### config.mk
export PLATFORM = sky130hd
export DESIGN_NAME = mod_idx_timer
export DESIGN_NICKNAME = d
export VERILOG_FILES = /design/src/rtl/mod_pkg.sv /design/src/rtl/mod_idx_timer.sv
export VERILOG_INCLUDE_DIRS = /design/src /design/src/rtl
export SDC_FILE = /design/constraint.sdc
export NUM_CORES = 1
export LEC_CHECK = 0
export ABC_AREA = 1
export BUFFER_PORTS_ARGS = -buffer_cell sky130_fd_sc_hd__buf_2
export CELL_PAD_IN_SITES_DETAIL_PLACEMENT = 0
export CELL_PAD_IN_SITES_GLOBAL_PLACEMENT = 1
export CORE_ASPECT_RATIO = 1.25
export CORE_UTILIZATION = 32
export CTS_BUF_LIST = sky130_fd_sc_hd__clkbuf_16
export DETAILED_ROUTE_END_ITERATION = 7
export GPL_TIMING_DRIVEN = 0
export PLACE_DENSITY = 0.82
export SLEW_MARGIN = 0
export SYNTH_ARGS = -nofsm -noshare
export SYNTH_HDL_FRONTEND = slang
export SYNTH_SLANG_ARGS = --single-unit
### constraint.sdc
create_clock -name CLK -period 3.61 [get_ports CLK]
set_input_delay 0.722 -clock CLK [delete_from_list [all_inputs] [get_ports CLK]]
set_output_delay 0.722 -clock CLK [all_outputs]
set_load 0.005 [all_outputs]
### src/rtl/mod_cfg.svh
`ifndef MOD_CFG_SVH
`define MOD_CFG_SVH

// two segments, the swapchain toggles between them
`define MOD_NUM_SEG 2

// sample index width and samples per segment
`define MOD_IDX_W 15
`define MOD_DEPTH 32768

// clocks per index step
`define MOD_TICK_DIV 4

// selectable gpio inputs for the gpio transition
`define MOD_GPIO_N 4

`endif

### src/rtl/mod_pkg.sv
`default_nettype none

`include "mod_cfg.svh"

package mod_pkg;

  typedef enum logic [1:0] {
    OP_SET_CYCLE = 2'd0,
    OP_SET_REP   = 2'd1,
    OP_SWAP      = 2'd2
  } mod_op_e;

  // encodings follow the host protocol
  typedef enum logic [7:0] {
    TRANS_SYNC_IDX = 8'h00,
    TRANS_SYS_TIME = 8'h01,
    TRANS_GPIO     = 8'h02,
    TRANS_EXT      = 8'hf0
  } trans_mode_e;

  typedef enum logic [1:0] {
    ST_WAIT_START = 2'd0,
    ST_FINITE     = 2'd1,
    ST_INFINITE   = 2'd2
  } swap_state_e;

  // value carries cycle, repeat count or transition value
  typedef struct packed {
    mod_op_e     op;
    logic        seg;
    trans_mode_e mode;
    logic [63:0] value;
  } mod_cmd_t;

  typedef struct packed {
    logic [`MOD_IDX_W-1:0] cycle;
    logic [31:0]           rep;
  } seg_cfg_t;

  typedef struct packed {
    logic        seg;
    trans_mode_e mode;
    logic [63:0] value;
    logic [31:0] rep;
  } swap_req_t;

  typedef logic [`MOD_NUM_SEG-1:0][`MOD_IDX_W-1:0] idx_vec_t;

  typedef struct packed {
    logic                  seg;
    logic [`MOD_IDX_W-1:0] addr;
    logic [7:0]            data;
  } mod_wr_t;

  typedef struct packed {
    logic                  seg;
    logic [`MOD_IDX_W-1:0] idx;
    logic [7:0]            data;
  } mod_sample_t;

endpackage

`default_nettype wire

### src/rtl/mod_idx_timer.sv
`default_nettype none
`timescale 1ns/10ps

`include "mod_cfg.svh"

module mod_idx_timer (
  input  logic                                 CLK,
  input  logic                                 rst_n,
  input  mod_pkg::seg_cfg_t [`MOD_NUM_SEG-1:0] cfg,
  output mod_pkg::idx_vec_t                    sync_idx
);

  localparam int PRE_W = (`MOD_TICK_DIV > 1) ? $clog2(`MOD_TICK_DIV) : 1;

  logic [PRE_W-1:0] pre_cnt;
  logic             tick;

  assign tick = (pre_cnt == PRE_W'(`MOD_TICK_DIV - 1));

  // prescaler, one tick every MOD_TICK_DIV clocks
  always_ff @(posedge CLK) begin
    if (!rst_n) begin
      pre_cnt <= '0;
    end else if (tick) begin
      pre_cnt <= '0;
    end else begin
      pre_cnt <= pre_cnt + 1'b1;
    end
  end

  // one free-running index per segment, independent of the active one
  always_ff @(posedge CLK) begin
    if (!rst_n) begin
      sync_idx <= '0;
    end else if (tick) begin
      for (int s = 0; s < `MOD_NUM_SEG; s++) begin
        // >= also catches a cycle shortened below the running index
        if (sync_idx[s] >= cfg[s].cycle) begin
          sync_idx[s] <= '0;
        end else begin
          sync_idx[s] <= sync_idx[s] + 1'b1;
        end
      end
    end
  end

endmodule

`default_nettype wire

# --- Yosys cells after proc, flatten, opt, wreduce, memory -nomap -nowiden ---
# Index checks and enable logic that the tools add are counted.
classes:
  bitwise: 1
  n_eq_ne: 1
  n_reduce_logical: 1
  n_addsub: 3
  muxes: 2
  n_lt_le_gt_ge: 2
op_table:
  columns: ["operator", "n"]
  rows:
  - ["$add 15x1->15 const B", 2]
  - ["$ge 15x15->1", 2]
  - ["$mux 15", 2]
  - ["$add 2x1->2 const B", 1]
  - ["$eq 2x2->1 const B", 1]
  - ["$reduce_or 2->1", 1]
  - ["$not 1->1", 1]
word_totals:
  in_bits: 96
  word_cells: 13
  reg_bits: 32

# --- Logic depth before layout (Yosys ltp) ---
logic_depth:
  depth_word: 2
  mapped_depth: 13

# --- Worst setup path after synthesis ---
# Ideal clock, no wire load.
synth_timing:
  path_type: "in2reg"
  from: "input port cfg[38] in the netlist's numbering"
  to: "register sync_idx[12] in the netlist's numbering"
  arrival_ps: 1812
  cell_stages: 12
  setup_slack_ps: 1681
  setup_time_ps: 117
  cell_sequence: "inv_1 -> ha_1 -> nand2_1 -> nor2_1 -> nand2_1 -> nor2_1 -> nor2_1 -> nand3_1 -> nand2_1 -> nand2_1 -> buf_4 -> nor2_1"
synth_via:
  elab_chain_cells: 2
synth_lines:
  columns: ["item", "line", "source"]
  rows:
  - ["from (decl)", "mod_idx_timer.sv:9", "input mod_pkg::seg_cfg_t [`MOD_NUM_SEG-1:0] cfg,"]
  - ["$ge 15x15->1", "mod_idx_timer.sv:38", "if (sync_idx[s] >= cfg[s].cycle) begin"]
  - ["$mux 15", "mod_idx_timer.sv:38", null]
  - ["to (signal, indexed assignment)", "mod_idx_timer.sv:41", "sync_idx[s] <= sync_idx[s] + 1'b1;"]
  - ["to (decl)", "mod_idx_timer.sv:10", "output mod_pkg::idx_vec_t sync_idx"]
# No other way between the ends.
# A chain may end at the register's enable or synchronous reset.

# --- Final worst setup path ---
layout_timing:
  from: "input port cfg[38] in the netlist's numbering"
  to: "register sync_idx[2] in the netlist's numbering"
# The elaborated chain is that of the path after synthesis.

==> metrics.md <==
| Metric | Value |
|---|---|
| Flops & latches, synth | `32` |
| DR DRC count | `0` |
| Worst-path clk slew | `50 ps` |
| R2R setup slack | `1780 ps` |
| CTS Hold Buffers Added | `0` |
| Synth top area cells | `dfxtp_1 (27%), ha_1 (18%), nand2_1 (12%), nor2_1 (9.3%), inv_1 (9.2%)` |
| Switching pwr | `0.196 mW` |
| Met3 GRT Util | `2.16%` |
| First-pass GRT wire length | `8.38 mm` |
| Mapped Area | `2330 um2` |
| Rel. slew slack | `78.1%` |
| Vias | `2,218` |
| Largest area contributor in the netlist | `dfxtp_1` |
| Slew @ Worst Pin | `327 ps` |
| Post-synth EDFFs | `0` |
| Worst-Skew Late Latency | `280 ps` |
| Leak Pwr | `1.54 nW` |
| Crit start category | `input port` |
| DRT Pass-1 Iters | `4` |
| Final period util | `55.0%` |
| Flop pwr share | `39.7%` |
| Hold EP | `pre_cnt[0]$_SDFF_PP0_` |
| IO Count | `126` |
| CP max FO | `10` |
| Clk network pwr share | `51.7%` |
| Seq/Total Area, Yosys | `27.5%` |
| Largest net degree at the start of global routing | `11` |
| Die height | `97.4 um` |
| Die width | `78.3 um` |
| Clock root cell | `clkbuf_16` |
| Core Region | `7020 um2` |
| CP delay by family, top | `simple AND/OR/NAND/NOR gates` |
| Post-synth top cells | `nand2_1 (77), nor2_1 (58), inv_1 (57)` |
| WP buf/inv | `3` |
| R2r worst-path depth | `11` |
| Diode count | `0` |
| TritonCTS Buffers | `5` |
| Max Clk Rate | `504 MHz` |
| Routability-driven placement congestion ratio | `0.821` |
| Worst EP required | `3780 ps` |
| CTS Sinks | `32` |
| Vias in the first global route | `1,989` |
| Internal power | `0.715 mW` |
| Net Count, Synth | `470` |
| # setup viols final | `0` |
| Synth Instances | `341` |
| GRT overflow | `0` |
| Slowest CP cell | `ha_1` |
| Post-route ant nets | `0` |
| Tmin final | `1990 ps` |
| Critical path arrival | `2150 ps` |
| YS warnings | `0` |
| CP Capture Type | `flip-flop` |
| Final instance area | `2910 um2` |
| Overall Power | `0.911 mW` |
| WL/cell | `10.2 um` |
| Final Hold Fails | `0` |
| GR Util met2 | `26.9%` |
| Area grow syn2layout | `24.9%` |
| Layout net count | `538` |
| Yosys cell types | `27` |
| Deepest clock path buffer count | `2` |
| Crit path kind | `input port to flip-flop` |
| Total GRT Usage | `14.2%` |
| Hold Path Class | `flip-flop to flip-flop` |
| Drt total wl | `5.11 mm` |
| Port bufs | `61` |
| Power per cell area | `313 nW/um2` |
| Crit Reg-Reg Endpoint | `sync_idx[2]$_SDFFE_PN0P_` |
| Ys async rst share | `0%` |
| HPWL reported at the end of detailed placement | `4.15 mm` |
| RSZ-0062 raised after global routing | `false` |
| Skew final | `3.72 ps` |
| Top_reg_cell synth | `dfxtp_1` |
| Post-CTS Setup Bufs | `0` |
| Crit-path max cell delay | `280 ps` |
| Outcome | `finished, final reports clean` |
| Hold_sp | `pre_cnt[0]$_SDFF_PP0_` |
| Share of cells above drive strength 1 | `19.5%` |
| Post-CTS Resized | `0` |
| Share of the synthesized area in the top cell type | `27.5%` |
| Syn Area/Cell | `6.84 um2` |
| Max cap viols | `0` |
| Worst vdd ir | `164 uV` |
| Combinational fraction of design power | `8.6%` |
| Top-count cell post-synth | `nand2_1` |
| Post-Route Setup TNS | `0 ps` |
| Critical path cell sequence | `buf_2, inv_1, ha_1, nand2_1, nor2_1, nand2_1, nor2_1, nor2_1, nand3_1, nand2_1, nand2_1, buf_4, nor2_1` |
| Row cnt | `34` |
| H-tree levels | `2` |
| Dpl cell area | `2750 um2` |
| Depth of the worst hold-timing path | `1` |
| GR peak layer | `met2` |
| Routed vias/inst | `4.44` |
| GR Util met1 | `14.3%` |
| Slew Viols, Final | `0` |
| Starting Density | `33.2%` |
| Initial antenna violation count | `0` |
| R2R Path Start | `sync_idx[6]$_SDFFE_PN0P_` |
| Switching portion of total power | `21.5%` |
| CTS tree | `yes` |
| Die Area | `7630 um2` |
| Initial DRC count | `56` |
-- routing by layer --
metal	wire length, um	vias to the layer above
li1	-	1203
met1	2230	951
met2	2540	56
met3	199	8
met4	129	0
met5	0	-
-- registers in the layout, indices dropped and copies added, names as in the netlist --
name      count
pre_cnt       2
sync_idx     30
-- area by class of cell --
type                    instances  area [um2]
multi-input cells             249        1450
flip-flops and latches         32         641
fillers                       745        4110
inverters                      57         214
plain buffers                   3        22.5
clock buffers                   5         125
well taps                      90         113
clock inverters                 3        37.5
repair buffers                 61         305
-- worst max path at each step --
stage | to | startpoint | depth (start not counted)
2_1_floorplan | sync_idx[12]$_SDFFE_PN0P_ | cfg[38] | 12
3_3_place_gp | sync_idx[12]$_SDFFE_PN0P_ | cfg[38] | 13
3_5_place_dp | sync_idx[2]$_SDFFE_PN0P_ | cfg[38] | 13
4_1_cts | sync_idx[2]$_SDFFE_PN0P_ | cfg[38] | 13
5_1_grt | sync_idx[4]$_SDFFE_PN0P_ | cfg[38] | 13
6_report | sync_idx[2]$_SDFFE_PN0P_ | cfg[38] | 13
-- worst reg2reg max path, cell delays in order (launching register included) --
cell	delay, ps
dfxtp_1	360
ha_1	310
nand2_1	70
nor2_1	140
nand2_1	110
nor2_1	100
nor2_1	40
nand3_1	100
nand2_1	80
nand2_1	150
buf_4	210
nor2_1	50
-- cells by family after synthesis --
group | share of synthesized area, %
compound gates | 6.92
xor+xnor | 6.01
fa+ha+maj | 17.7
buf+inv | 10.1
flops | 27.5
mux | 0.859
simple gates | 30.9
-- power groups by stage --
stage	Clock (mW)	Combinational, mW	Sequential [mW]
after detailed placement	0	0.0800	0.370
after floorplan	0	0.0489	0.369
after CTS	0.482	0.0804	0.362
final	0.471	0.0781	0.362
after global routing	0.500	0.0913	0.362
after global placement	0	0.0773	0.369
-- cell usage in the layout (no fill, tap or decap) --
cell type	Yosys	layout
nand2_1	77	77
buf_2	0	61
nor2_1	58	58
inv_1	57	57
ha_1	33	33
dfxtp_1	32	32
nand3_1	16	16
a21oi_1	13	13
xor2_1	12	12
o21ai_0	7	7
nand4_1	5	5
clkbuf_16	0	5
nand2_2	4	4
xnor2_1	4	4
buf_4	3	3
nor3_1	3	3
nor2_4	2	2
and2_1	2	2
o21bai_1	2	2
mux2i_1	2	2
clkinv_1	0	2
nand3_2	1	1
nor3_2	1	1
o21ai_1	1	1
or2_1	1	1
o21a_1	1	1
a31o_2	1	1
a21o_1	1	1
o21bai_2	1	1
o22ai_1	1	1
bufinv_16	0	1
-- through the flow --
| stage | setup WS [ps] | instances | utilization [%] | hold WS, ps |
|---|---|---|---|---|
| 2_1_floorplan | 1680 | 341 | - | 398 |
| 3_3_place_gp | 1340 | 492 | 39.2 | 405 |
| 3_5_place_dp | 1330 | 492 | 39.2 | 417 |
| 4_1_cts | 1620 | 500 | 41.5 | 425 |
| 5_1_grt | 1480 | 500 | 41.5 | 441 |
| 6_report | 1620 | 500 | 41.5 | 420 |
No activity file was read; power rests on OpenSTA's default activity.
