--- src/rtl/mod_cfg.svh ---
`ifndef MOD_CFG_SVH
`define MOD_CFG_SVH

// two segments, the swapchain toggles between them
`define MOD_NUM_SEG 2

// sample index width and samples per segment
`define MOD_IDX_W 15
`define MOD_DEPTH 32768

// clocks per index step
`define MOD_TICK_DIV 4

// selectable gpio inputs for the gpio transition
`define MOD_GPIO_N 4

`endif

--- src/rtl/mod_pkg.sv ---
`default_nettype none

`include "mod_cfg.svh"

package mod_pkg;

  typedef enum logic [1:0] {
    OP_SET_CYCLE = 2'd0,
    OP_SET_REP   = 2'd1,
    OP_SWAP      = 2'd2
  } mod_op_e;

  // encodings follow the host protocol
  typedef enum logic [7:0] {
    TRANS_SYNC_IDX = 8'h00,
    TRANS_SYS_TIME = 8'h01,
    TRANS_GPIO     = 8'h02,
    TRANS_EXT      = 8'hf0
  } trans_mode_e;

  typedef enum logic [1:0] {
    ST_WAIT_START = 2'd0,
    ST_FINITE     = 2'd1,
    ST_INFINITE   = 2'd2
  } swap_state_e;

  // value carries cycle, repeat count or transition value
  typedef struct packed {
    mod_op_e     op;
    logic        seg;
    trans_mode_e mode;
    logic [63:0] value;
  } mod_cmd_t;

  typedef struct packed {
    logic [`MOD_IDX_W-1:0] cycle;
    logic [31:0]           rep;
  } seg_cfg_t;

  typedef struct packed {
    logic        seg;
    trans_mode_e mode;
    logic [63:0] value;
    logic [31:0] rep;
  } swap_req_t;

  typedef logic [`MOD_NUM_SEG-1:0][`MOD_IDX_W-1:0] idx_vec_t;

  typedef struct packed {
    logic                  seg;
    logic [`MOD_IDX_W-1:0] addr;
    logic [7:0]            data;
  } mod_wr_t;

  typedef struct packed {
    logic                  seg;
    logic [`MOD_IDX_W-1:0] idx;
    logic [7:0]            data;
  } mod_sample_t;

endpackage

`default_nettype wire

--- src/rtl/mod_swapchain.sv ---
`default_nettype none
`timescale 1ns/10ps

`include "mod_cfg.svh"

module mod_swapchain (
  input  logic                                 CLK,
  input  logic                                 rst_n,
  input  logic                                 update,
  input  mod_pkg::swap_req_t                   req,
  input  mod_pkg::seg_cfg_t [`MOD_NUM_SEG-1:0] cfg,
  input  mod_pkg::idx_vec_t                    sync_idx,
  input  logic [63:0]                          sys_time,
  input  logic [`MOD_GPIO_N-1:0]               gpio,
  output logic                                 segment,
  output logic [`MOD_IDX_W-1:0]                idx,
  output logic                                 stop
);
  import mod_pkg::*;

  localparam int GPIO_SEL_W = (`MOD_GPIO_N > 1) ? $clog2(`MOD_GPIO_N) : 1;

  swap_state_e             state;
  logic                    req_seg;
  logic [31:0]             rep;
  logic [31:0]             loop_cnt;
  logic                    use_tic;
  logic                    ext_mode;
  logic [`MOD_IDX_W-1:0]   tic_idx;
  idx_vec_t                idx_old;
  logic [`MOD_NUM_SEG-1:0] idx_changed;
  logic [`MOD_NUM_SEG-1:0] idx_wrapped;
  logic signed [64:0]      time_diff;
  logic                    gpio_sel;
  logic                    at_cycle;
  logic                    start_hit;
  logic                    loop_tick;

  always_comb begin
    for (int s = 0; s < `MOD_NUM_SEG; s++) begin
      idx_changed[s] = (idx_old[s] != sync_idx[s]);
      idx_wrapped[s] = idx_changed[s] && (sync_idx[s] == '0);
    end
  end

  assign gpio_sel = gpio[req.value[GPIO_SEL_W-1:0]];
  assign at_cycle = (tic_idx >= cfg[segment].cycle);

  // sync mode shows the segment's own index, otherwise the local tic count
  assign idx = use_tic ? tic_idx : idx_old[segment];

  // goes negative once sys_time has passed the transition value
  always_ff @(posedge CLK) begin
    time_diff <= $signed({1'b0, req.value}) - $signed({1'b0, sys_time});
  end

  always_comb begin
    case (req.mode)
      TRANS_SYNC_IDX: start_hit = idx_wrapped[req_seg];
      TRANS_SYS_TIME: start_hit = time_diff[64];
      TRANS_GPIO:     start_hit = idx_changed[req_seg] && gpio_sel;
      default:        start_hit = 1'b0;
    endcase
  end

  // one loop ends at a sync wrap, or when the tic index wraps
  assign loop_tick = use_tic ? (idx_changed[segment] && at_cycle) : idx_wrapped[segment];

  always_ff @(posedge CLK) begin
    if (!rst_n) begin
      idx_old <= '0;
    end else begin
      idx_old <= sync_idx;
    end
  end

  always_ff @(posedge CLK) begin
    if (!rst_n) begin
      state    <= ST_INFINITE;
      segment  <= 1'b0;
      req_seg  <= 1'b0;
      rep      <= '1;
      loop_cnt <= '0;
      stop     <= 1'b0;
      use_tic  <= 1'b0;
      ext_mode <= 1'b0;
      tic_idx  <= '0;
    end else if (update) begin
      stop <= 1'b0;
      if ((req.seg == segment) || (req.rep == '1)) begin
        // same segment only reloads the mode
        segment  <= req.seg;
        use_tic  <= 1'b0;
        ext_mode <= (req.mode == TRANS_EXT);
        state    <= ST_INFINITE;
      end else begin
        req_seg <= req.seg;
        rep     <= req.rep;
        state   <= ST_WAIT_START;
      end
    end else begin
      case (state)
        ST_WAIT_START: begin
          if (start_hit) begin
            segment  <= req_seg;
            loop_cnt <= '0;
            tic_idx  <= '0;
            use_tic  <= (req.mode != TRANS_SYNC_IDX);
            ext_mode <= 1'b0;
            state    <= ST_FINITE;
          end
        end
        ST_FINITE: begin
          if (use_tic && idx_changed[segment]) begin
            tic_idx <= at_cycle ? '0 : tic_idx + 1'b1;
          end
          if (loop_tick) begin
            // stop holds until the next update
            if (loop_cnt == rep) begin
              stop <= 1'b1;
            end else begin
              loop_cnt <= loop_cnt + 1'b1;
            end
          end
        end
        ST_INFINITE: begin
          // external mode alternates segments at each wrap
          if (ext_mode && idx_wrapped[segment]) begin
            segment <= ~segment;
          end
        end
        default: begin
          state <= ST_INFINITE;
        end
      endcase
    end
  end

endmodule

`default_nettype wire

--- config.mk ---
export PLATFORM = sky130hd
export DESIGN_NAME = mod_swapchain
export DESIGN_NICKNAME = d
export VERILOG_FILES = /design/src/rtl/mod_pkg.sv /design/src/rtl/mod_swapchain.sv
export VERILOG_INCLUDE_DIRS = /design/src /design/src/rtl
export SDC_FILE = /design/constraint.sdc
export NUM_CORES = 1
export LEC_CHECK = 0
export ABC_AREA = 1
export BUFFER_PORTS_ARGS = -buffer_cell sky130_fd_sc_hd__buf_2
export CAP_MARGIN = 20
export CORE_MARGIN = 8
export CORE_UTILIZATION = 52
export CTS_CLUSTER_SIZE = 12
export DETAILED_ROUTE_END_ITERATION = 12
export PLACE_DENSITY = 0.85
export SKIP_CTS_REPAIR_TIMING = 1
export SLEW_MARGIN = 25
export SYNTH_ARGS = -nofsm -noshare
export SYNTH_HDL_FRONTEND = slang
export SYNTH_SLANG_ARGS = --single-unit
--- constraint.sdc ---
create_clock -name CLK -period 2.99 [get_ports CLK]
set_input_delay 0.598 -clock CLK [delete_from_list [all_inputs] [get_ports CLK]]
set_output_delay 0.598 -clock CLK [all_outputs]
set_load 0.01 [all_outputs]
# Word level (Yosys, flattened, before mapping)
# Index checks and enable logic that the tools add are counted.
# word_totals
ff_bits	181
inputBits	300
out_inout_bits	17
elab_cells	108
# classes
n_addsub	3
order_cmp	4
eq_ne	18
mux	42
bitwise_logic	4
n_reduce_logical	25
# ops
cell	count
32-bit two-way mux	3
47-bit two-way mux	2
15-bit two-way mux	6
64-bit by 64-bit subtractor with 65-bit output	1
32-bit one-hot mux with 2 select lines	1
32-bit by 1-bit adder with 32-bit output, second input constant	1
32-bit equality test	1
32-bit equality test, second input constant	1
15-bit logical NOT	2
15-bit inequality test	2
15-bit one-hot mux with 2 select lines	1
1-bit two-way mux	22
15-bit by 1-bit adder with 15-bit output, second input constant	1
15-bit greater-or-equal comparator	1
8-bit by 1-bit equality test with 1-bit output, second input constant	1
8-bit by 2-bit equality test with 1-bit output, second input constant	1
8-bit equality test, second input constant	1
8-bit logical NOT	1
2-bit inequality test, second input constant	4
4-bit AND reduction	2
8-bit nonzero test	1
1-bit logical AND	6
2-bit two-way mux	3
3-bit inequality test, second input constant	2
other kinds (19)	29

# Logic depth before layout (Yosys ltp)
# Gate-level depths: netlist (run 1).
# logic_depth
depth_word	8
ltp_mapped	18

# Worst setup path after synthesis (run 1)
# Ideal clock, no wire load.
# synth_path
path_kind	register to register
startpoint	register segment
endpoint	register loop_cnt[12]
arrival_time_ns	2.637
t_required_ns	2.858
slack_ns	0.221
path_stages_with_launch	16
n_path_buf	3
synth_period_minus_slack_ns	2.769
cell_sequence	dfxtp_1 > buf_2 > buf_1 > mux2i_1 > ha_1 > nand2_1 > inv_1 > nand2_1 > nand2_1 > a21oi_1 > nand3_2 > nand4_1 > nand3_2 > clkbuf_1 > nand4_1 > a21oi_1
# synth_between
elab_chain_len	7
# synth_lines
element	line_no	rtl
start, declared	mod_swapchain.sv:15	output logic segment,
start signal, assigned	mod_swapchain.sv:92	segment <= req.seg;
start signal, assigned	mod_swapchain.sv:105	segment <= req_seg;
start signal, assigned	mod_swapchain.sv:129	segment <= ~segment;
47-bit two-way mux (implied by the code) (2 in a row)	mod_swapchain.sv:47	assign at_cycle = (tic_idx >= cfg[segment].cycle);
15-bit greater-or-equal comparator	mod_swapchain.sv:47	
1-bit logical AND	mod_swapchain.sv:67	assign loop_tick = use_tic ? (idx_changed[segment] && at_cycle) : idx_wrapped[segment];
1-bit two-way mux (*)	mod_swapchain.sv:67	
2-bit inequality test (no line) (*)	-	
5-bit AND reduction (no line) (*)	-	
end signal, assigned	mod_swapchain.sv:122	loop_cnt <= loop_cnt + 1'b1;
end, declared	mod_swapchain.sv:26	logic [31:0] loop_cnt;
# Mark *: on every way between the ends. The rest lies on a longest branch, timed or not. The select of a mux whose other input is x is not followed.
# A chain may end at the register's enable or synchronous reset.

# Worst setup path in the final report (run 1)
# layout_path
startpoint	register segment
endpoint	register loop_cnt[17]
# Same word-level chain as after synthesis.

==> metrics, run 1 <==
internal power 3.469 mW; Seq. cell area 2344 um^2; final WL 29.55 mm; FMAX 361.0 MHz; routed vias 10,320; Leak 5.549 nW; Net Count, Synth 1,823; pin count of the biggest net entering global routing 76; DRC Markers 0; Hold Path Sink idx_old[4]; commonest non-fill, non-tap cell in the layout nand2_1; ys flop type dfxtp_1; drt initial violations 701; Final nets 2,054; first-pass GRT wire length 46.97 mm; layout cells sized above 1 0.1900; status finished clean; RSZ-0062 raised after global routing false; PnR worst setup slack 219.6 ps; CTS tree done; Worst Hold Path Cells 3; CP Max Fanout 31; worst min-delay path class in -> reg; final setup vio count 0; flops & latches, synth 117; GRT Overall Usage 0.2556; IO buf count 252; headroom to the max-slew limit 0.4755; post-route minimum period 2770 ps; CP required 3330 ps; synth warn 0; root buf cell clkbuf_16; startpoint types register; Reg power frac 0.346; final-report hold violation count 0; core area 17,360 um^2; GPL Wtd Cong 0.9390; Sw Pwr 1.590 mW; MaxCap Viol Count 0; sequential share of the synthesized area 0.2537; Worst-path clk slew 60 ps; number of I/O pins 317; chip width 149.2 um; Die Span Y 149.2 um; DP Wirelength 23.23 mm; # placed instances 1,875; routed length per instance 15.47 um; Cells after Synth 1,440; Worst R2R End loop_cnt[17]; Worst Clk Skew 13.38 ps; Clk pwr share 0.415; fin cells 1,910; DR vias/cell 5.401; Clock Latency Late Sink 420 ps; Sw Ratio 0.3143; CTS Sinks 117; worst slew pin tran 786.7 ps; EDFF count, synth 0; reg2reg setup slack 220 ps; Critical R2R Launch segment; initial antenna violation count 3; P&R area growth vs syn 22.10%; Worst Reg-to-Reg Cells 14; Slew Viols, Final 0; multi-input logic area 5851 um^2; Peak VDD IR 0.4532 mV; Die ar. 22,270 um^2; final design utilization 0.6495; asr flop ratio synth 0; first-pass iteration count of the detailed router 5; Num CTS Buffers 17; final worst path period share 0.9266; filler cell count 1,538; Netlist cell types 42; Rows 48; Detail Route Antenna Nets 0; final setup TNS 0 ps; pwr dens 448.7 nW/um^2; Post-Syn Area per Cell 6.412 um^2; Gate power share 0.239; vias in the first global route 10,120; CP Data Arrival Time 3110 ps; gr ovfl total 0; commonest non-fill, non-tap cells in the layout nand2_1, buf_2, inv_1, nor2_1, dfxtp_1; worst setup slack after placement 122.7 ps; H-Tree Depth 4; critical path capture point type register; hold_sp sync_idx[4]; cell area after synthesis 9233 um^2; Initial Utilization 0.5319; clk buf depth 2; kind of critical path reg -> reg
[metal layers]
| metal | wire (um) | track usage | vias up |
|---|---|---|---|
| met5 | 27 | 0 | - |
| met2 | 14510 | 0.4518 | 407 |
| met4 | 617 | 0.07925 | 4 |
| met1 | 11580 | 0.2883 | 4689 |
| li1 | - | - | 5155 |
| met3 | 2823 | 0.07828 | 60 |
[area by class of cell]
type / instances / share of cell area
Inverter: 219 / 0.07292
Clock inverter: 15 / 0.01598
Sequential cell: 117 / 0.2079
Multi-Input combinational cell: 1052 / 0.5190
Timing Repair Buffer: 264 / 0.1213
Clock buffer: 17 / 0.03774
Tap cell: 225 / 0.02497
Antenna cell: 1 / 0.0002220
[cells in the mapped netlist, types with 2 or more instances]
master | instances | area [um^2]
nor3b_1 | 5 | 37.54
buf_2 | 14 | 70.07
nand3_4 | 2 | 35.03
o21ai_0 | 32 | 160.2
a22oi_1 | 6 | 45.04
nor4_1 | 12 | 75.07
a31oi_1 | 2 | 12.51
inv_2 | 10 | 37.54
or2_2 | 3 | 18.77
a211oi_1 | 3 | 22.52
a21oi_1 | 108 | 540.5
inv_1 | 208 | 780.8
a21o_1 | 2 | 15.01
o221ai_1 | 2 | 17.52
nor2_2 | 3 | 18.77
ha_1 | 83 | 1039
clkbuf_2 | 2 | 10.01
clkbuf_1 | 30 | 112.6
nor2_1 | 152 | 570.6
buf_1 | 3 | 11.26
nor3_1 | 43 | 215.2
mux2i_1 | 14 | 140.1
xnor2_1 | 22 | 192.7
o21a_1 | 2 | 15.01
nand3_1 | 56 | 280.3
dfxtp_1 | 117 | 2342
xor2_1 | 39 | 341.6
nand4_1 | 68 | 425.4
nand2_1 | 360 | 1351
nand3_2 | 2 | 20.02
buf_6 | 5 | 56.30
o211ai_1 | 20 | 150.1
[worst max path at each step]
stage / from / end / depth (start not counted) / slack, ps
2_1_floorplan: segment / loop_cnt[12] / 15 / 220
3_3_place_gp: segment / loop_cnt[0] / 15 / 230
3_5_place_dp: segment / loop_cnt[20] / 14 / 120
4_1_cts: segment / loop_cnt[17] / 14 / 90
5_1_grt: segment / loop_cnt[27] / 14 / 8
6_report: segment / loop_cnt[17] / 14 / 220
[through the flow]
| step | power, mW | hold slack [ps] | cell area [um^2] |
|---|---|---|---|
| floorplan | 2.528 | 451.9 | 9233 |
| global placement | 2.913 | 452.2 | 10620 |
| detailed placement | 2.957 | 454.6 | 10620 |
| CTS | 5.040 | 382.3 | 11220 |
| global route | 5.295 | 401.5 | 11270 |
| finish | 5.058 | 398.2 | 11270 |
[power by group through the flow]
stage          logic (mW)  registers, mW  clock network [mW]
3_5_place_dp         1.18           1.78                   0
4_1_cts              1.19           1.75                2.11
2_1_floorplan       0.774           1.75                   0
6_report             1.21           1.75                2.10
5_1_grt              1.36           1.76                2.17
3_3_place_gp         1.14           1.78                   0
[state kept, by name (all words and copies together) (netlist names)]
| signal | count |
|---|---|
| segment | 1 |
| req_seg | 1 |
| stop | 1 |
| time_diff | 1 |
| loop_cnt | 32 |
| rep | 32 |
| state | 2 |
| idx_old | 30 |
| tic_idx | 15 |
| ext_mode | 1 |
| use_tic | 1 |
[critical path: stages, from the launching register on]
cell and delay, ps:
dfxtp_2 440, buf_12 200, mux2i_1 100, ha_1 310
nand2_1 90, a21oi_1 150, nor2_1 50, nand2_1 70
nand2_1 70, nand3_2 160, nand4_1 230, nand3_4 220
buf_6 270, nand4_1 130, a21oi_1 180
[cells by family (layout without fill, tap and decap cells)]
kind of cell	Yosys count	count (layout)	share of synthesized area
multiplexers	14	14	0.01518
buffers and inverters	273	515	0.1172
adder cells (fa/ha/maj)	83	83	0.1125
other	0	1	0
AND/OR/NAND/NOR	712	714	0.3349
XOR/XNOR	61	61	0.05787
flip-flops	117	117	0.2537
AO/OA/AOI/OAI	180	180	0.1087
No activity file was read; power rests on OpenSTA's default activity.
==> run 2, diff against run 1 <==
--- a/config.mk
+++ b/config.mk
@@ -9,11 +9,13 @@
 export ABC_AREA = 1
 export BUFFER_PORTS_ARGS = -buffer_cell sky130_fd_sc_hd__buf_2
 export CAP_MARGIN = 20
+export CELL_PAD_IN_SITES_DETAIL_PLACEMENT = 0
+export CELL_PAD_IN_SITES_GLOBAL_PLACEMENT = 2
 export CORE_MARGIN = 8
-export CORE_UTILIZATION = 52
+export CORE_UTILIZATION = 26
 export CTS_CLUSTER_SIZE = 12
 export DETAILED_ROUTE_END_ITERATION = 12
-export PLACE_DENSITY = 0.85
+export PLACE_DENSITY = 0.84
 export SKIP_CTS_REPAIR_TIMING = 1
 export SLEW_MARGIN = 25
 export SYNTH_ARGS = -nofsm -noshare
==> metrics, run 2 (synthesis results as in run 1) <==
final-report hold violation count 0 (unchanged); commonest non-fill, non-tap cell in the layout nand2_1; IO buf count 252 (unchanged); pwr dens 449.5 nW/um^2 (+0.18%); Worst-path clk slew 60 ps (about the same); Rows 69 (+44%); P&R area growth vs syn 25.33%; routed length per instance 15.16 um (-2.0%); CP Buf/Inv Count 2 (unchanged); worst slew pin tran 910.9 ps (+124.1 ps); final setup TNS 0 ps (unchanged); critical-path cell list buf_12 -> mux2i_1 -> ha_1 -> nand2_1 -> inv_1 -> nand2_1 -> nand2_1 -> a21oi_1 -> nand3_2 -> nand4_1 -> nand3_2 -> nand3_4 -> nand2_1 -> a21oi_1; CP Max Fanout 33 (+6.5%); Initial Utilization 0.2615 (-0.2705); final worst path period share 0.8998 (-0.02678); Peak VDD IR 0.3229 mV (-29%); clk buf depth 2 (unchanged); drt initial violations 432 (-38%); CTS Sinks 117 (unchanged); Detail Route Antenna Nets 0 (unchanged); gr ovfl total 0 (unchanged); Worst Clk Skew 6.884 ps (-6.493 ps); first-pass GRT wire length 52.25 mm (+11%); initial antenna violation count 5 (+2); core area 35,310 um^2 (+100%); CP max stage delay 410 ps (-30 ps); headroom to the max-slew limit 0.3927 (-0.08276); Die ar. 41,800 um^2 (+88%); Leak 5.563 nW (+0.26%); Largest regs loop_cnt: 32 flops, rep: 32 flops, idx_old: 30 flops; GPL Wtd Cong 0.8501 (-9.5%); CP Data Arrival Time 3030 ps (-80 ps); MaxCap Viol Count 0 (unchanged); CP max stage cell dfxtp_1; status finished clean; Num CTS Buffers 17 (unchanged); filler cell count 3,871 (+150%); H-Tree Depth 4 (unchanged); root buf cell clkbuf_16; Die Span Y 204.4 um (+37%); startpoint types register; DP Wirelength 26.65 mm (+15%); Clock Latency Late Sink 430 ps (about the same); CTS tree done; final setup vio count 0 (unchanged); Slew Viols, Final 0 (unchanged); post-route minimum period 2690 ps (-80.06 ps); GRT Overall Usage 0.1555 (-0.1001); DR vias/cell 4.567 (-15%); RSZ-0062 raised after global routing false; Final nets 2,054 (unchanged); routed vias 9,806 (-4.9%); # placed instances 2,113 (+13%); final WL 32.56 mm (+10%); worst min-delay path class in -> reg; CP required 3330 ps (about the same); FMAX 371.7 MHz (+3.0%); vias in the first global route 9,878 (-2.3%); fin cells 2,147 (+12%); commonest non-fill, non-tap cells in the layout nand2_1, buf_2, inv_1, nor2_1, dfxtp_1; number of I/O pins 317 (unchanged); critical path capture point type register; layout cells sized above 1 0.1888 (-0.001188); first-pass iteration count of the detailed router 4 (-1); pin count of the biggest net entering global routing 76 (unchanged); DRC Markers 0 (unchanged); CP dominant cell by count nand2_1; chip width 204.4 um (+37%); CP top delay family simple AND/OR/NAND/NOR gates; kind of critical path reg -> reg
-- run 2: layout make-up --
| class | count | area, um^2 | share of cell area |
|---|---|---|---|
| Multi-Input combinational cell | 1050 | 5808 | 0.5019 |
| Tap cell | 461 | 576.8 | 0.04985 |
| Sequential cell | 117 | 2342 | 0.2024 |
| Clock inverter | 14 | 209.0 | 0.01806 |
| Timing Repair Buffer | 266 | 1379 | 0.1192 |
| Clock buffer | 18 | 429.2 | 0.03709 |
| Inverter | 219 | 822.0 | 0.07104 |
| Antenna cell | 2 | 5.005 | 0.0004325 |
-- run 2: power by group --
group          internal [mW]  total (mW)  switching [mW]
clock                   1.47        2.25           0.776
sequential              1.67        1.74          0.0780
combinational          0.486        1.21           0.725
-- run 2: through the flow --
stage / hold WS (ps) / power [mW] / cell area (um^2) / utilization / setup slack [ps]
floorplan: 451.9 / 2.528 / 9233 / - / 220.6
global placement: 451.7 / 2.992 / 10930 / 0.3095 / 283.2
detailed placement: 460.0 / 3.005 / 10930 / 0.3095 / 289.4
CTS: 363.9 / 5.278 / 11570 / 0.3276 / 268.5
global route: 372.6 / 5.517 / 11570 / 0.3276 / 14.82
finish: 385.3 / 5.201 / 11570 / 0.3277 / 299.7
-- run 2: worst min-delay path: cells and delay by family --
kind	cells	cell delay, ps
and+or+nand+nor	2	100
buffers and inverters	1	90
-- run 2: layer usage --
layer	GRT usage	share of wire
met3	0.04929	0.072
met1	0.1845	0.44
met2	0.2652	0.47
met5	0	0.0018
met4	0.04526	0.017
-- run 2: final timing paths --
check	start	to	depth (start not counted)	slack (ps)
max	segment	loop_cnt[29]	14	300
min	req[12]	rep[12]	3	390
max reg2reg	segment	loop_cnt[29]	14	300
min reg2reg	stop	stop	2	470
