$ cat config.mk
export PLATFORM = sky130hd
export DESIGN_NAME = mod_settings
export DESIGN_NICKNAME = d
export VERILOG_FILES = /design/src/rtl/mod_pkg.sv /design/src/rtl/mod_settings.sv
export VERILOG_INCLUDE_DIRS = /design/src /design/src/rtl
export SDC_FILE = /design/constraint.sdc
export NUM_CORES = 1
export LEC_CHECK = 0
export ABC_AREA = 0
export BUFFER_PORTS_ARGS = -buffer_cell sky130_fd_sc_hd__buf_2
export CORE_MARGIN = 8
export CORE_UTILIZATION = 54
export CTS_BUF_LIST = sky130_fd_sc_hd__clkbuf_4
export DETAILED_ROUTE_END_ITERATION = 7
export PLACE_DENSITY = 0.83
export REMOVE_ABC_BUFFERS = 1
export SETUP_SLACK_MARGIN = 0.5
export SLEW_MARGIN = 20
export SYNTH_ARGS = -nofsm -noshare
export SYNTH_HDL_FRONTEND = slang
export SYNTH_SLANG_ARGS = --single-unit
$ cat constraint.sdc
create_clock -name CLK -period 8.4 [get_ports CLK]
set_input_delay 1.26 -clock CLK [delete_from_list [all_inputs] [get_ports CLK]]
set_output_delay 1.26 -clock CLK [all_outputs]
set_load 0.05 [all_outputs]
$ cat src/rtl/mod_cfg.svh
`ifndef MOD_CFG_SVH
`define MOD_CFG_SVH

// two segments, the swapchain toggles between them
`define MOD_NUM_SEG 2

// sample index width and samples per segment
`define MOD_IDX_W 15
`define MOD_DEPTH 32768

// clocks per index step
`define MOD_TICK_DIV 4

// selectable gpio inputs for the gpio transition
`define MOD_GPIO_N 4

`endif

$ cat src/rtl/mod_pkg.sv
`default_nettype none

`include "mod_cfg.svh"

package mod_pkg;

  typedef enum logic [1:0] {
    OP_SET_CYCLE = 2'd0,
    OP_SET_REP   = 2'd1,
    OP_SWAP      = 2'd2
  } mod_op_e;

  // encodings follow the host protocol
  typedef enum logic [7:0] {
    TRANS_SYNC_IDX = 8'h00,
    TRANS_SYS_TIME = 8'h01,
    TRANS_GPIO     = 8'h02,
    TRANS_EXT      = 8'hf0
  } trans_mode_e;

  typedef enum logic [1:0] {
    ST_WAIT_START = 2'd0,
    ST_FINITE     = 2'd1,
    ST_INFINITE   = 2'd2
  } swap_state_e;

  // value carries cycle, repeat count or transition value
  typedef struct packed {
    mod_op_e     op;
    logic        seg;
    trans_mode_e mode;
    logic [63:0] value;
  } mod_cmd_t;

  typedef struct packed {
    logic [`MOD_IDX_W-1:0] cycle;
    logic [31:0]           rep;
  } seg_cfg_t;

  typedef struct packed {
    logic        seg;
    trans_mode_e mode;
    logic [63:0] value;
    logic [31:0] rep;
  } swap_req_t;

  typedef logic [`MOD_NUM_SEG-1:0][`MOD_IDX_W-1:0] idx_vec_t;

  typedef struct packed {
    logic                  seg;
    logic [`MOD_IDX_W-1:0] addr;
    logic [7:0]            data;
  } mod_wr_t;

  typedef struct packed {
    logic                  seg;
    logic [`MOD_IDX_W-1:0] idx;
    logic [7:0]            data;
  } mod_sample_t;

endpackage

`default_nettype wire

$ cat src/rtl/mod_settings.sv
`default_nettype none
`timescale 1ns/10ps

`include "mod_cfg.svh"

module mod_settings (
  input  logic                                 CLK,
  input  logic                                 rst_n,
  input  mod_pkg::mod_cmd_t                    cmd,
  input  logic                                 cmd_valid,
  output logic                                 cmd_ready,
  output mod_pkg::seg_cfg_t [`MOD_NUM_SEG-1:0] cfg,
  output mod_pkg::swap_req_t                   req,
  output logic                                 update
);
  import mod_pkg::*;

  logic cmd_fire;
  logic swap_fire;

  assign cmd_fire  = cmd_valid && cmd_ready;
  assign swap_fire = cmd_fire && (cmd.op == OP_SWAP);

  // ready drops for the single cycle in which update is presented
  always_ff @(posedge CLK) begin
    if (!rst_n) begin
      cmd_ready <= 1'b1;
      update    <= 1'b0;
    end else begin
      cmd_ready <= !swap_fire;
      update    <= swap_fire;
    end
  end

  // per-segment cycle and repeat registers
  always_ff @(posedge CLK) begin
    if (!rst_n) begin
      for (int s = 0; s < `MOD_NUM_SEG; s++) begin
        cfg[s].cycle <= '1;
        cfg[s].rep   <= '1;
      end
    end else if (cmd_fire) begin
      case (cmd.op)
        OP_SET_CYCLE: begin
          cfg[cmd.seg].cycle <= cmd.value[`MOD_IDX_W-1:0];
        end
        OP_SET_REP: begin
          cfg[cmd.seg].rep <= cmd.value[31:0];
        end
        default: begin
        end
      endcase
    end
  end

  // swap request, rep is taken from the target segment at acceptance
  always_ff @(posedge CLK) begin
    if (swap_fire) begin
      req.seg   <= cmd.seg;
      req.mode  <= cmd.mode;
      req.value <= cmd.value;
      req.rep   <= cfg[cmd.seg].rep;
    end
  end

endmodule

`default_nettype wire

## Yosys cells after proc, flatten, opt, wreduce, memory -nomap -nowiden

Cells that the tools add are included.
W data, S select, Z words.

| storage, ports and cells | value |
|---|---|
| output and inout bits | 201 |
| logic and storage cells | 30 |
| register bits after elaboration | 201 |
| input bits | 78 |

| cells by class | value |
|---|---|
| reduce and logical (&&, ||, !) cells | 7 |
| $lt $le $gt $ge | 2 |
| mux-type cells | 9 |
| eq/ne operators | 2 |

Operator list:

| operator | number |
|---|---|
| $bwmux W94 | 2 |
| $pmux W94 S2 | 1 |
| $mux W32 | 3 |
| $demux W47 S1 | 2 |
| $mux W47 | 1 |
| $logic_and A1 B1 Y1 | 3 |
| $eq A2 B1 Y1 const B | 1 |
| $eq A2 B2 Y1 const B | 1 |
| $logic_not A2 Y1 | 1 |
| $lt A1 B2 Y1 const B | 1 |
| $reduce_and A2 Y1 | 1 |
| $reduce_bool A2 Y1 | 1 |
| $ge A1 B1 Y1 const B | 1 |
| $logic_not A1 Y1 | 1 |

## Longest topological paths before layout

Gate-level depths: netlist of run 1.

| logic depth | value |
|---|---|
| word-level depth | 6 |
| gate-level depth with buffers | 6 |

## Worst setup path after synthesis of run 1

OpenSTA, ideal clock, no wires.

| path | value |
|---|---|
| path kind | input -> register |
| start | input cmd_valid |
| end | register req[0] in the netlist's numbering (enable) |
| data required time | 7.924 ns |
| arrival | 3.912 ns |
| library setup time | 0.476 ns |
| stages on the path | 3 |
| path slack | 4.012 ns |
| cell sequence | nand2_1 -> nor2_1 -> and2_1 |

| on the way | value |
|---|---|
| longest elaborated chain between the ends | 2 |

Ends and longest elaborated chain:

| element | line | text |
|---|---|---|
| start, declared | mod_settings.sv:10 | `input logic cmd_valid,` |
| $logic_and A1 B1 Y1 | mod_settings.sv:21 | `assign cmd_fire = cmd_valid && cmd_ready;` |
| $logic_and A1 B1 Y1 | mod_settings.sv:22 | `assign swap_fire = cmd_fire && (cmd.op == OP_SWAP);` |
| net swap_fire | mod_settings.sv:19 | `logic swap_fire;` |
| end, declared | mod_settings.sv:13 | `output mod_pkg::swap_req_t req,` |

The timed path passes the listed nets, and every way through them passes these cells.
A chain may end at the register's enable or synchronous reset.

## Worst setup path after layout of run 1

| path | value |
|---|---|
| start | input cmd[72] in the netlist's numbering |
| end | register cfg[93] in the netlist's numbering |

| on the way | value |
|---|---|
| longest elaborated chain between the ends | 6 |
| elaborated cells on any way between the ends | 9 |

Ends and longest elaborated chain:

| element | line | text |
|---|---|---|
| start, declared | mod_settings.sv:9 | `input mod_pkg::mod_cmd_t cmd,` |
| $lt A1 B2 Y1 / $ge A1 B1 Y1 (equally long branches) | mod_settings.sv:45 | `` cfg[cmd.seg].cycle <= cmd.value[`MOD_IDX_W-1:0]; `` |
| $logic_and A1 B1 Y1 | mod_settings.sv:45 |  |
| $mux W47 | mod_settings.sv:45 |  |
| $demux W47 S1 | mod_settings.sv:45 |  |
| $bwmux W94 | mod_settings.sv:45 |  |
| $pmux W94 S2 (*) | mod_settings.sv:43 | `case (cmd.op)` |
| end, declared | mod_settings.sv:12 | `` output mod_pkg::seg_cfg_t [`MOD_NUM_SEG-1:0] cfg, `` |

Mark *: on every way between the ends. The rest lies on a longest branch, timed or not.

==> summary.txt, run 1 <==
Outcome
  • Status: finished clean

STA
  • Final setup viols: 0
  • Max Slew Vio Count: 0
  • Post-Route Setup TNS: 0 ps
  • Worst Tran Pin Value: 996.4 ps
  • Rel. slew slack: 33.57%
  • Min cycle time layout: 2913 ps
  • Final Skew: 16.30 ps
  • Unrepaired setup endpoints after global routing: false
  • Fmax: 343.3 MHz
  • Fin. Hold Viols: 0
  • Tcrit/Tclk final: 34.68%

Pwr
  • VDD IR max: 0.1504 mV
  • Leak: 3.469 nW
  • Cell Pwr Density: 230.5 nW/µm²

Routing
  • Vias per cell: 5.554
  • DRT iter0 DRCs: 350
  • Vias: 5810
  • Final antenna-violating net count: 0
  • Drt pass-1 iters: 5
  • Drt drc: 0
  • Drt total wl: 21180 µm
  • Routed WL per cell: 20.25 µm

Floorplanning
  • Number of I/O pins: 279
  • Die height: 131.2 µm
  • Initial Utilization: 54.81%
  • Die Wd: 131.2 µm
  • Rows: 42
  • Core ar.: 13090 µm²
  • Die ar.: 17230 µm²

Layout
  • Leading cell type in the layout, fill and taps excluded: buf_2
  • Ant. Diodes: 0
  • Share of layout cells above drive strength 1: 46.21%
  • Cell Count, Final, Fillers Out: 1046
  • Fillcell total: 910
  • Area grow syn2layout: 28.63%
  • Fin nets: 907
  • Most frequent cells in the layout: 278 x buf_2, 105 x edfxtp_1, 96 x dfxtp_1, 80 x clkbuf_4, 69 x nand3_1
  • Final instance area: 9225 µm²

Place
  • Port Buf Inserts: 278
  • Placed cell count: 954
  • Final HPWL DP: 14420 µm
  • RD Place Congestion: 0.8771
  • Cell Area, Placed: 8577 µm²

Clocking
  • H-tree levels: 2
  • Post-CTS Hold Fix Bufs: 0
  • Clk_lat worst skew: 610 ps
  • TritonCTS clock tree: done
  • Num CTS Buffers: 49
  • TritonCTS Sinks: 201
  • Cts repair resizes: 0
  • Root Driver: clkbuf_4
  • Post-CTS Setup Bufs: 0
  • Worst-path clk slew: 60 ps
  • Clk buf depth: 3

Worst setup path
  • Critical-path cell list: buf_2 > nand2b_2 > o21ai_0 > o311ai_0
  • CP required: 8810 ps
  • Crit path launch type: primary input
  • R2R depth: 4
  • Crit-path slowest cell: buf_2
  • CP endpoint kind: register
  • CP Class: primary input to register
  • Critical Path Max Stage Delay: 730 ps
  • CP arrival: 3320 ps
  • Max FO, Critical Path: 49

Synth
  • Cell area after synthesis: 7172 µm²
  • Syn_area_per_cell: 13.09 µm²
  • Yosys reg bits: 201
  • Yosys Warn Count: 0
  • Netlist cell types: 25
  • Ys async rst share: 0%
  • Number of synthesized flops with an enable pin: 105
  • Top_reg_cell synth: edfxtp_1
  • Post-Synthesis Cells: 548
  • Sequential-to-total area share from yosys stat: 70.76%

GRT
  • First-pass GRT wire length: 33020 µm
  • Largest net degree at the start of global routing: 97
  • Number of global-route vias before repair: 5807
  • GRT overflow: 0
  • Tot GR Track Use: 23.67%
  • Initial antenna violation count: 0

Flow run
  • Max-cap violations: 0

Hold path
  • HP Class: register to register
  • Hold Crit Depth: 2
## per-layer routing
metal / GRT usage, % / part of all wire (%)
met1: 27.52 / 38
met2: 39.13 / 49
met3: 9.299 / 12
met4: 8.070 / 1.5
met5: 0 / 0
## logic make-up (layout without fill, tap and decap cells)
family	after synthesis	in the layout	synth area share, %
simple gates	94	94	6.490
buf+inv	67	389	4.327
flops	201	201	70.76
mux	32	32	5.024
compound gates	154	154	13.40
## registers in the layout, summed over array words and instances (netlist names)
name / count
cmd_ready: 1
update: 1
req: 105
cfg: 94
## through the flow
step                      util, %  worst slack [ps]  hold slack, ps  power [W]
after global placement      65.55              5036           480.7   0.001331
after floorplan                 -              4012           726.9   0.001253
after CTS                   70.49              5539           507.8   0.002145
final                       70.50              5487           506.4   0.002126
after global routing        70.50              5385           528.0   0.002209
after detailed placement    65.55              4851           493.5   0.001340
## area by class of cell
class                   instances  area (µm²)  share of cell area [%]
clock inverters                12       46.29                  0.5018
flip-flops and latches        201        5075                   55.01
well taps                     176       220.2                   2.387
clock buffers                  80       600.6                   6.510
inverters                      15       56.30                  0.6103
multi-input cells             280        1805                   19.57
repair buffers                282        1421                   15.41
## path summary, 6_finish.rpt
kind	startpoint	to	slack, ps
worst max-delay path	cmd[72]	cfg[93]	5490
worst min-delay path	cfg[75]	cfg[75]	510
worst max register to register	cmd_ready	req[50]	5960
worst min register to register	cfg[75]	cfg[75]	510
## critical path: cells and delay by family
family	cells	cell delay [ps]
buffers and inverters	1	730
and+or+nand+nor	1	710
AOI/OAI and AO/OA	2	570
## synthesized netlist by cell type, types with 5 or more instances
master    count  area share, %
buf_2        12           0.84
buf_6         5           0.79
clkbuf_1     30            1.6
dfxtp_1      96             27
edfxtp_1    105             44
inv_1        15           0.79
mux2_2       32            5.0
nand2_1      15           0.79
nand3_1      70            4.9
o211ai_1     28            2.9
o21ai_0      64            4.5
o21ai_1      30            2.1
o311ai_0      9            1.1
o311ai_1     23            2.8
## where the power goes
| part | internal, W | leakage [nW] | switching [W] |
|---|---|---|---|
| Combinational | 0.0000545 | 1.37 | 0.000186 |
| Sequential | 0.00106 | 1.70 | 0.0000139 |
| Clock | 0.000431 | 0.392 | 0.000377 |
Note: power is estimated with default switching activity, not from simulation.
==> run 2: changes to the inputs <==
Settings changed: CORE_UTILIZATION 54 to 50, PLACE_DENSITY 0.83 to 0.78.
Clock period 8.4 ns to 2.8 ns, I/O delays scaled along.
==> summary.txt, run 2 (synthesized netlist as in run 1, its figures left out) <==
Pwr
  • Sw frac: 27.22% (+0.074 points)
  • Combinational Power Share: 12.9% (+1.6 points)
  • NetSw: 0.001735 W (+200%)
  • Power share of the clock group: 36.3% (-1.7 points)
  • Leak: 3.761 nW (+8.4%)
  • Sequential power share: 50.8% (about the same)
  • VDD IR max: 0.3759 mV (+150%)
  • Power consumption: 0.006372 W (+200%)
  • Internal cell power: 0.004637 W (+200%)
  • Cell Pwr Density: 640.6 nW/µm² (+180%)

GRT
  • Tot GR Track Use: 24.75% (+1.1 points)
  • Initial antenna violation count: 1 (+1)
  • GRT overflow: 0 (unchanged)
  • First-pass GRT wire length: 35960 µm (+8.9%)
  • Number of global-route vias before repair: 6465 (+11%)
  • Largest net degree at the start of global routing: 78 (-20%)

Worst setup path
  • CP required: 2380 ps (-6430 ps)
  • R2R depth: 4 (unchanged)
  • Stages on worst setup path: 1 (-3)
  • CP Launch Point: cmd_ready
  • RR Endpoint: req[19]
  • Crit path launch type: register
  • CP arrival: 1340 ps (-1980 ps)
  • Crit-path slowest cell: dfxtp_1
  • Critical Path Max Stage Delay: 430 ps (-300 ps)
  • CP bufs+invs: 1 (unchanged)
  • Max FO, Critical Path: 5 (-90%)
  • Critical-path cell list: buf_2
  • CP endpoint kind: primary output
  • Worst flop-to-flop path startpoint: cmd_ready
  • Reg2Reg Setup Slack: 1150 ps (-4810 ps)
  • CP top delay family: flip-flops
  • CP Class: register to primary output
  • Crit path to: cmd_ready

Floorplanning
  • Die ar.: 18430 µm² (+7.0%)
  • Initial Utilization: 51.47% (-3.3 points)
  • Number of I/O pins: 279 (unchanged)
  • Die Wd: 135.8 µm (+3.4%)
  • Core ar.: 13930 µm² (+6.5%)
  • Rows: 43 (+2.4%)
  • Die height: 135.8 µm (+3.4%)

STA
  • Unrepaired setup endpoints after global routing: false
  • Final setup viols: 0 (unchanged)
  • Tcrit/Tclk final: 62.78%
  • Min cycle time layout: 1758 ps
  • Fmax: 568.9 MHz
  • Worst Tran Pin Value: 868.8 ps (-127.7 ps)
  • Max Slew Vio Count: 0 (unchanged)
  • Fin. Hold Viols: 0 (unchanged)
  • Final Skew: 22.46 ps (+6.160 ps)
  • Final setup margin: 1042 ps (-4445 ps)
  • Rel. slew slack: 42.08% (+8.5 points)

Clocking
  • Root Driver: clkbuf_4
  • Post-CTS Setup Bufs: 0 (unchanged)
  • Clk_lat worst skew: 610 ps (about the same)
  • TritonCTS clock tree: done
  • TritonCTS Sinks: 201 (unchanged)
  • Worst-path clk slew: 70 ps (about the same)
  • Post-CTS Hold Fix Bufs: 67 (+67)
  • Cts repair resizes: 0 (unchanged)
  • Clk buf depth: 3 (unchanged)
  • Num CTS Buffers: 48 (-2.0%)
  • H-tree levels: 2 (unchanged)

Routing
  • Drt total wl: 23470 µm (+11%)
  • Final antenna-violating net count: 0 (unchanged)
  • DRT iter0 DRCs: 476 (+36%)
  • Vias per cell: 5.579 (+0.44%)
  • Routed WL per cell: 21.03 µm (+3.9%)
  • Drt pass-1 iters: 5 (unchanged)
  • Vias: 6226 (+7.2%)
  • Drt drc: 0 (unchanged)

Outcome
  • Status: finished clean

Place
  • Placement Setup Slack: 858.7 ps (-3992 ps)
  • RD Place Congestion: 0.8569 (-2.3%)
  • Final HPWL DP: 15040 µm (+4.3%)
  • Placed cell count: 964 (+1.0%)
  • Port Buf Inserts: 278 (unchanged)
  • Cell Area, Placed: 8677 µm² (+1.2%)

Hold path
  • HP Class: primary input to register

Layout
  • Fillcell total: 896 (-1.5%)
  • Share of layout cells above drive strength 1: 42.78% (-3.4 points)
  • Largest regs: req: 105 flops, cfg: 94 flops
  • Most frequent cells in the layout: 278 x buf_2, 105 x edfxtp_1, 96 x dfxtp_1, 75 x clkbuf_4, 69 x nand3_1
  • Cell Count, Final, Fillers Out: 1116 (+6.7%)
  • Final instance area: 9947 µm² (+7.8%)
  • Biggest register: req
  • Fin nets: 979 (+7.9%)
  • Max reg flops: 105 (unchanged)
  • Leading cell type in the layout, fill and taps excluded: buf_2
  • Area grow syn2layout: 38.70%

Flow run
  • Max-cap violations: 0 (unchanged)
==> run 2: cell count changes in the layout (fill, tap and decap cells not counted), sizes merged <==
cell         delta
inv             -1
buf             +6
diode           +1
dlygate4sd3    +67
clkinv          -2
clkbuf          -5
==> run 2: routing by layer <==
layer | GRT usage [%] | vias to the layer above | share of wire [%]
met1 | 27.67 | 3014 | 37
met2 | 42.05 | 378 | 49
met4 | 8.883 | 0 | 1.7
met3 | 9.570 | 25 | 12
met5 | 0 | - | 0
li1 | - | 2809 | -
==> run 2: cell type report <==
cell class              instances  area [µm²]  share of cell area (%)
flip-flops and latches        201        5075                   51.02
repair buffers                355        2187                   21.99
multi-input cells             280        1804                   18.14
clock buffers                  75       563.0                   5.660
well taps                     180       225.2                   2.264
inverters                      15       56.30                  0.5660
clock inverters                 9       33.78                  0.3396
diodes                          1       2.502                 0.02516
==> run 2: power groups by stage <==
stage | Clock (W) | Combinational [W] | Sequential, W
detailed placement | 0 | 0.000737 | 0.00330
finish | 0.00231 | 0.000822 | 0.00324
CTS | 0.00234 | 0.000814 | 0.00323
floorplan | 0 | 0.000162 | 0.00360
global route | 0.00252 | 0.000864 | 0.00324
global placement | 0 | 0.000718 | 0.00329
==> run 2: worst min-delay path by stage <==
stage | endpoint | cells after the start | start
floorplan | cfg[15] | 1 | rst_n
global placement | cfg[43] | 2 | cfg[43]
detailed placement | cfg[16] | 2 | cfg[16]
CTS | req[40] | 1 | cmd[8]
global route | req[40] | 1 | cmd[8]
finish | req[40] | 1 | cmd[8]
==> run 2: through the flow <==
| stage | hold WS, ps | utilization (%) | setup TNS, ps |
|---|---|---|---|
| finish | 51.83 | 71.38 | 0 |
| floorplan | 491.8 | - | -121990 |
| CTS | 2.527 | 71.37 | 0 |
| detailed placement | 496.4 | 62.27 | 0 |
| global placement | 483.0 | 62.27 | 0 |
| global route | 4.295 | 71.38 | 0 |
==> run 3: changes to the inputs <==
Settings changed: ABC_AREA 0 to 1.
Clock period 2.8 ns to 1.7 ns, I/O delays scaled along.
==> summary.txt, run 3 <==
Outcome
  • Status: did not finish
  • Failed at: clock tree synthesis
  • Log Error: [ERROR DPL-0038] Utilization greater than 100%, impossible to legalize

Synth
  • Sequential-to-total area share from yosys stat: 72.24% (+1.5 points)
  • Netlist cell types: 12 (-52%)
  • Yosys reg bits: 201 (unchanged)
  • Ys async rst share: 0% (unchanged)
  • Cell area after synthesis: 7025 µm² (-2.0%)
  • Yosys Warn Count: 0 (unchanged)
  • Post-synth top cells: 196 x nand2_1, 188 x nand3_1, 105 x edfxtp_1
  • Synth top area share: 44.88% (+0.92 points)
  • Area leader, netlist: edfxtp_1
  • Most common cell in the netlist: nand2_1
  • Number of synthesized flops with an enable pin: 105 (unchanged)
  • Most area-consuming cells after synthesis: edfxtp_1 45%, dfxtp_1 27%, nand3_1 13%
  • Top_reg_cell synth: edfxtp_1
  • Syn_area_per_cell: 10.98 µm² (-16%)
  • Post-Synthesis Cells: 640 (+17%)

Clocking
  • Post-CTS Setup Bufs: 91 (+91)
  • Root Driver: clkbuf_4
  • Post-CTS Hold Fix Bufs: 72 (+7.5%)
  • TritonCTS Sinks: 201 (unchanged)
  • Cts repair resizes: 785 (+785)
  • H-tree levels: 2 (unchanged)
  • Clk buf depth: 3 (unchanged)
  • Num CTS Buffers: 50 (+4.2%)

Floorplanning
  • Number of I/O pins: 279 (unchanged)
  • Die height: 134.5 µm (-0.91%)
  • Die Wd: 134.5 µm (-0.91%)
  • Initial Utilization: 50.81% (-0.66 points)
  • Rows: 43 (unchanged)

Place
  • Final HPWL DP: 15310 µm (+1.8%)
  • Placed cell count: 1077 (+12%)
  • RD Place Congestion: 0.7770 (-9.3%)
  • Placement Setup Slack: 173.8 ps (-684.9 ps)
  • Port Buf Inserts: 278 (unchanged)
run 3: cell types whose count changed after synthesis, moves of 11 or more:
cell,before,now
clkbuf_1,30,19
inv_1,15,2
mux2_2,32,0
nand2_1,15,196
nand3_1,70,188
o211ai_1,28,0
o21ai_0,64,0
o21ai_1,30,0
o311ai_1,23,0
run 3: logic make-up after synthesis:
| family | count (synthesis) | share of synthesized area (%) |
|---|---|---|
| buf+inv | 50 | 3.402 |
| flops | 201 | 72.23 |
| simple gates | 389 | 24.36 |
run 3: stage by stage:
step / cell area (µm²) / TNS [ps]
floorplan: 6802 / -909030
global placement: 8671 / 0
detailed placement: 8671 / 0
==> run 4: changes to the inputs <==
Settings changed: CORE_UTILIZATION 50 to 40, CTS_BUF_LIST sky130_fd_sc_hd__clkbuf_4 to unset, PLACE_DENSITY 0.78 to unset, PLACE_DENSITY_LB_ADDON set to 0.15, SETUP_SLACK_MARGIN 0.5 to unset.
==> summary.txt, run 4 <==
Clocking
  • Cts repair resizes: 0 (-100%)
  • Post-CTS Setup Bufs: 0 (-100%)
  • Root Driver: clkbuf_16
  • Clk_lat worst skew: 490 ps
  • Post-CTS Hold Fix Bufs: 66 (-8.3%)
  • TritonCTS clock tree: done
  • H-tree levels: 1 (-1)
  • TritonCTS Sinks: 201 (unchanged)
  • Clk buf depth: 3 (unchanged)
  • Worst-path clk slew: 60 ps
  • Num CTS Buffers: 22 (-56%)

Synth
  • Sequential-to-total area share from yosys stat: 72.24% (unchanged)
  • Ys async rst share: 0% (unchanged)
  • Most area-consuming cells after synthesis: edfxtp_1 45%, dfxtp_1 27%, nand3_1 13%
  • Post-synth top cells: 196 x nand2_1, 188 x nand3_1, 105 x edfxtp_1
  • Syn_area_per_cell: 10.98 µm² (unchanged)
  • Simple-Gate Fraction of Synth Area: 24.36% (unchanged)
  • Post-Synthesis Cells: 640 (unchanged)
  • Fraction of the mapped netlist area in adder cells: 0% (unchanged)
  • Most common cell in the netlist: nand2_1
  • Mux cell area share after synthesis: 0% (unchanged)
  • Area leader, netlist: edfxtp_1
  • Yosys reg bits: 201 (unchanged)
  • Number of synthesized flops with an enable pin: 105 (unchanged)
  • Cell area after synthesis: 7025 µm² (unchanged)
  • Yosys Warn Count: 0 (unchanged)
  • Synth top area share: 44.88% (unchanged)
  • Netlist cell types: 12 (unchanged)
  • Top_reg_cell synth: edfxtp_1
  • Largest family of logic cells by synthesized area: simple AND/OR/NAND/NOR gates
  • XOR/XNOR share of the synthesized area: 0% (unchanged)
  • Complex-gate fraction of the synthesized area: 0% (unchanged)

Place
  • Final HPWL DP: 15330 µm (about the same)
  • Port Buf Inserts: 278 (unchanged)
  • RD Place Congestion: 0.7594 (-2.3%)

GRT
  • Initial antenna violation count: 1
  • GRT overflow: 0
  • Number of global-route vias before repair: 5834
  • First-pass GRT wire length: 35340 µm
  • Tot GR Track Use: 20.15%
  • Largest net degree at the start of global routing: 65

Floorplanning
  • Number of I/O pins: 279 (unchanged)
  • Die height: 148.5 µm (+10%)
  • Rows: 48 (+12%)
  • Die ar.: 22060 µm²
  • Die Wd: 148.5 µm (+10%)
  • Initial Utilization: 40.76% (-10 points)
  • Core ar.: 17240 µm²

Routing
  • Final antenna-violating net count: 0
  • DRT iter0 DRCs: 274
  • Routed WL per cell: 18.60 µm
  • Drt pass-1 iters: 4
  • Drt total wl: 22880 µm
  • Drt drc: 0
  • Vias per cell: 4.802
  • Vias: 5906

Worst setup path
  • Worst flop-to-flop path startpoint: cmd_ready
  • R2R depth: 3
  • CP required: 1850 ps
  • Crit path launch type: register
  • CP arrival: 1650 ps
  • Reg2Reg Setup Slack: 200 ps
  • Max FO, Critical Path: 64
  • CP Class: register to register
  • RR Endpoint: req[59]
  • CP endpoint kind: register

Hold path
  • Hold_sp: cmd[11]
  • Hold Crit Depth: 1
  • HP Class: primary input to register
  • Hold endpoint: req[43]

STA
  • Rel. slew slack: 70.44%
  • Post-Route Setup TNS: 0 ps
  • Worst Tran Pin Value: 443.4 ps
  • Fmax: 668.6 MHz
  • Min cycle time layout: 1496 ps
  • Final Skew: 7.805 ps
  • Unrepaired setup endpoints after global routing: false
  • WHS: 22.66 ps
  • Tcrit/Tclk final: 87.99%
  • Max Slew Vio Count: 0
  • Final setup viols: 0
  • Fin. Hold Viols: 0

Pwr
  • Cell Pwr Density: 1148 nW/µm²
  • VDD IR max: 0.8982 mV
  • Power consumption: 0.01172 W
  • Leak: 4.616 nW

Flow run
  • Max-cap violations: 0

Layout
  • Final core utilization: 59.23%
  • Area grow syn2layout: 45.31%
  • Biggest register: req
  • Most frequent cells in the layout: 277 x buf_2, 194 x nand2_1, 188 x nand3_1, 105 x edfxtp_1, 96 x dfxtp_1
  • Max reg flops: 105
  • Leading cell type in the layout, fill and taps excluded: buf_2
  • Share of layout cells above drive strength 1: 34.83%
  • Largest regs: req: 105 flops, cfg: 94 flops
  • Fin nets: 1067
  • Fillcell total: 1453
  • Ant. Diodes: 0

Outcome
  • Status: finished clean
run 4: cells by family after synthesis:
group | Yosys count
AND/OR/NAND/NOR | 389
buffers and inverters | 50
flip-flops | 201
run 4: per-layer routing:
layer  vias to the layer above  wire (µm)  track usage, %
met1                      2727       9377           25.75
met2                       264      10500           32.02
met3                        27       2716           7.688
met4                         2        274           3.774
li1                       2886          -               -
met5                         -          8               0
run 4: worst max-delay path, stage by stage (launching register included):
cell and delay [ps]:
dfxtp_1 320, nand2_1 170, nor3_2 260, buf_12 340
run 4: stage by stage:
stage | cells | setup WS, ps | instance area (µm²)
global placement | 1124 | 204.3 | 8775
CTS | 1230 | 202.0 | 10210
detailed placement | 1124 | 185.7 | 8775
floorplan | 594 | -7132 | 6802
finish | 1230 | 204.2 | 10210
global route | 1230 | 117.0 | 10210
run 4: area by class of cell:
class	count	area [µm²]	area share, %
clock buffers	32	680.7	6.668
clock inverters	8	92.59	0.9070
inverters	4	15.01	0.1471
multi-input cells	389	1732	16.96
flip-flops and latches	201	5075	49.71
well taps	225	281.5	2.758
repair buffers	371	2332	22.85
run 4: how the worst max path moves through the flow:
stage | from | to | slack (ps) | cells past startpoint
2_1_floorplan | cmd_ready | cmd_ready | -7130 | 3
3_3_place_gp | cmd_valid | req[77] | 200 | 4
3_5_place_dp | cmd_valid | req[94] | 190 | 4
4_1_cts | cmd_ready | req[85] | 200 | 3
5_1_grt | cmd_ready | req[59] | 120 | 3
6_report | cmd_ready | req[59] | 200 | 3
run 4: power by group:
group / leakage, nW / internal [W] / switching [W] / total [W]
combinational: 2.50 / 0.000401 / 0.00100 / 0.00140
sequential: 1.74 / 0.00528 / 0.0000709 / 0.00535
clock: 0.381 / 0.00308 / 0.00189 / 0.00497
total: 4.62 / 0.00876 / 0.00296 / 0.0117
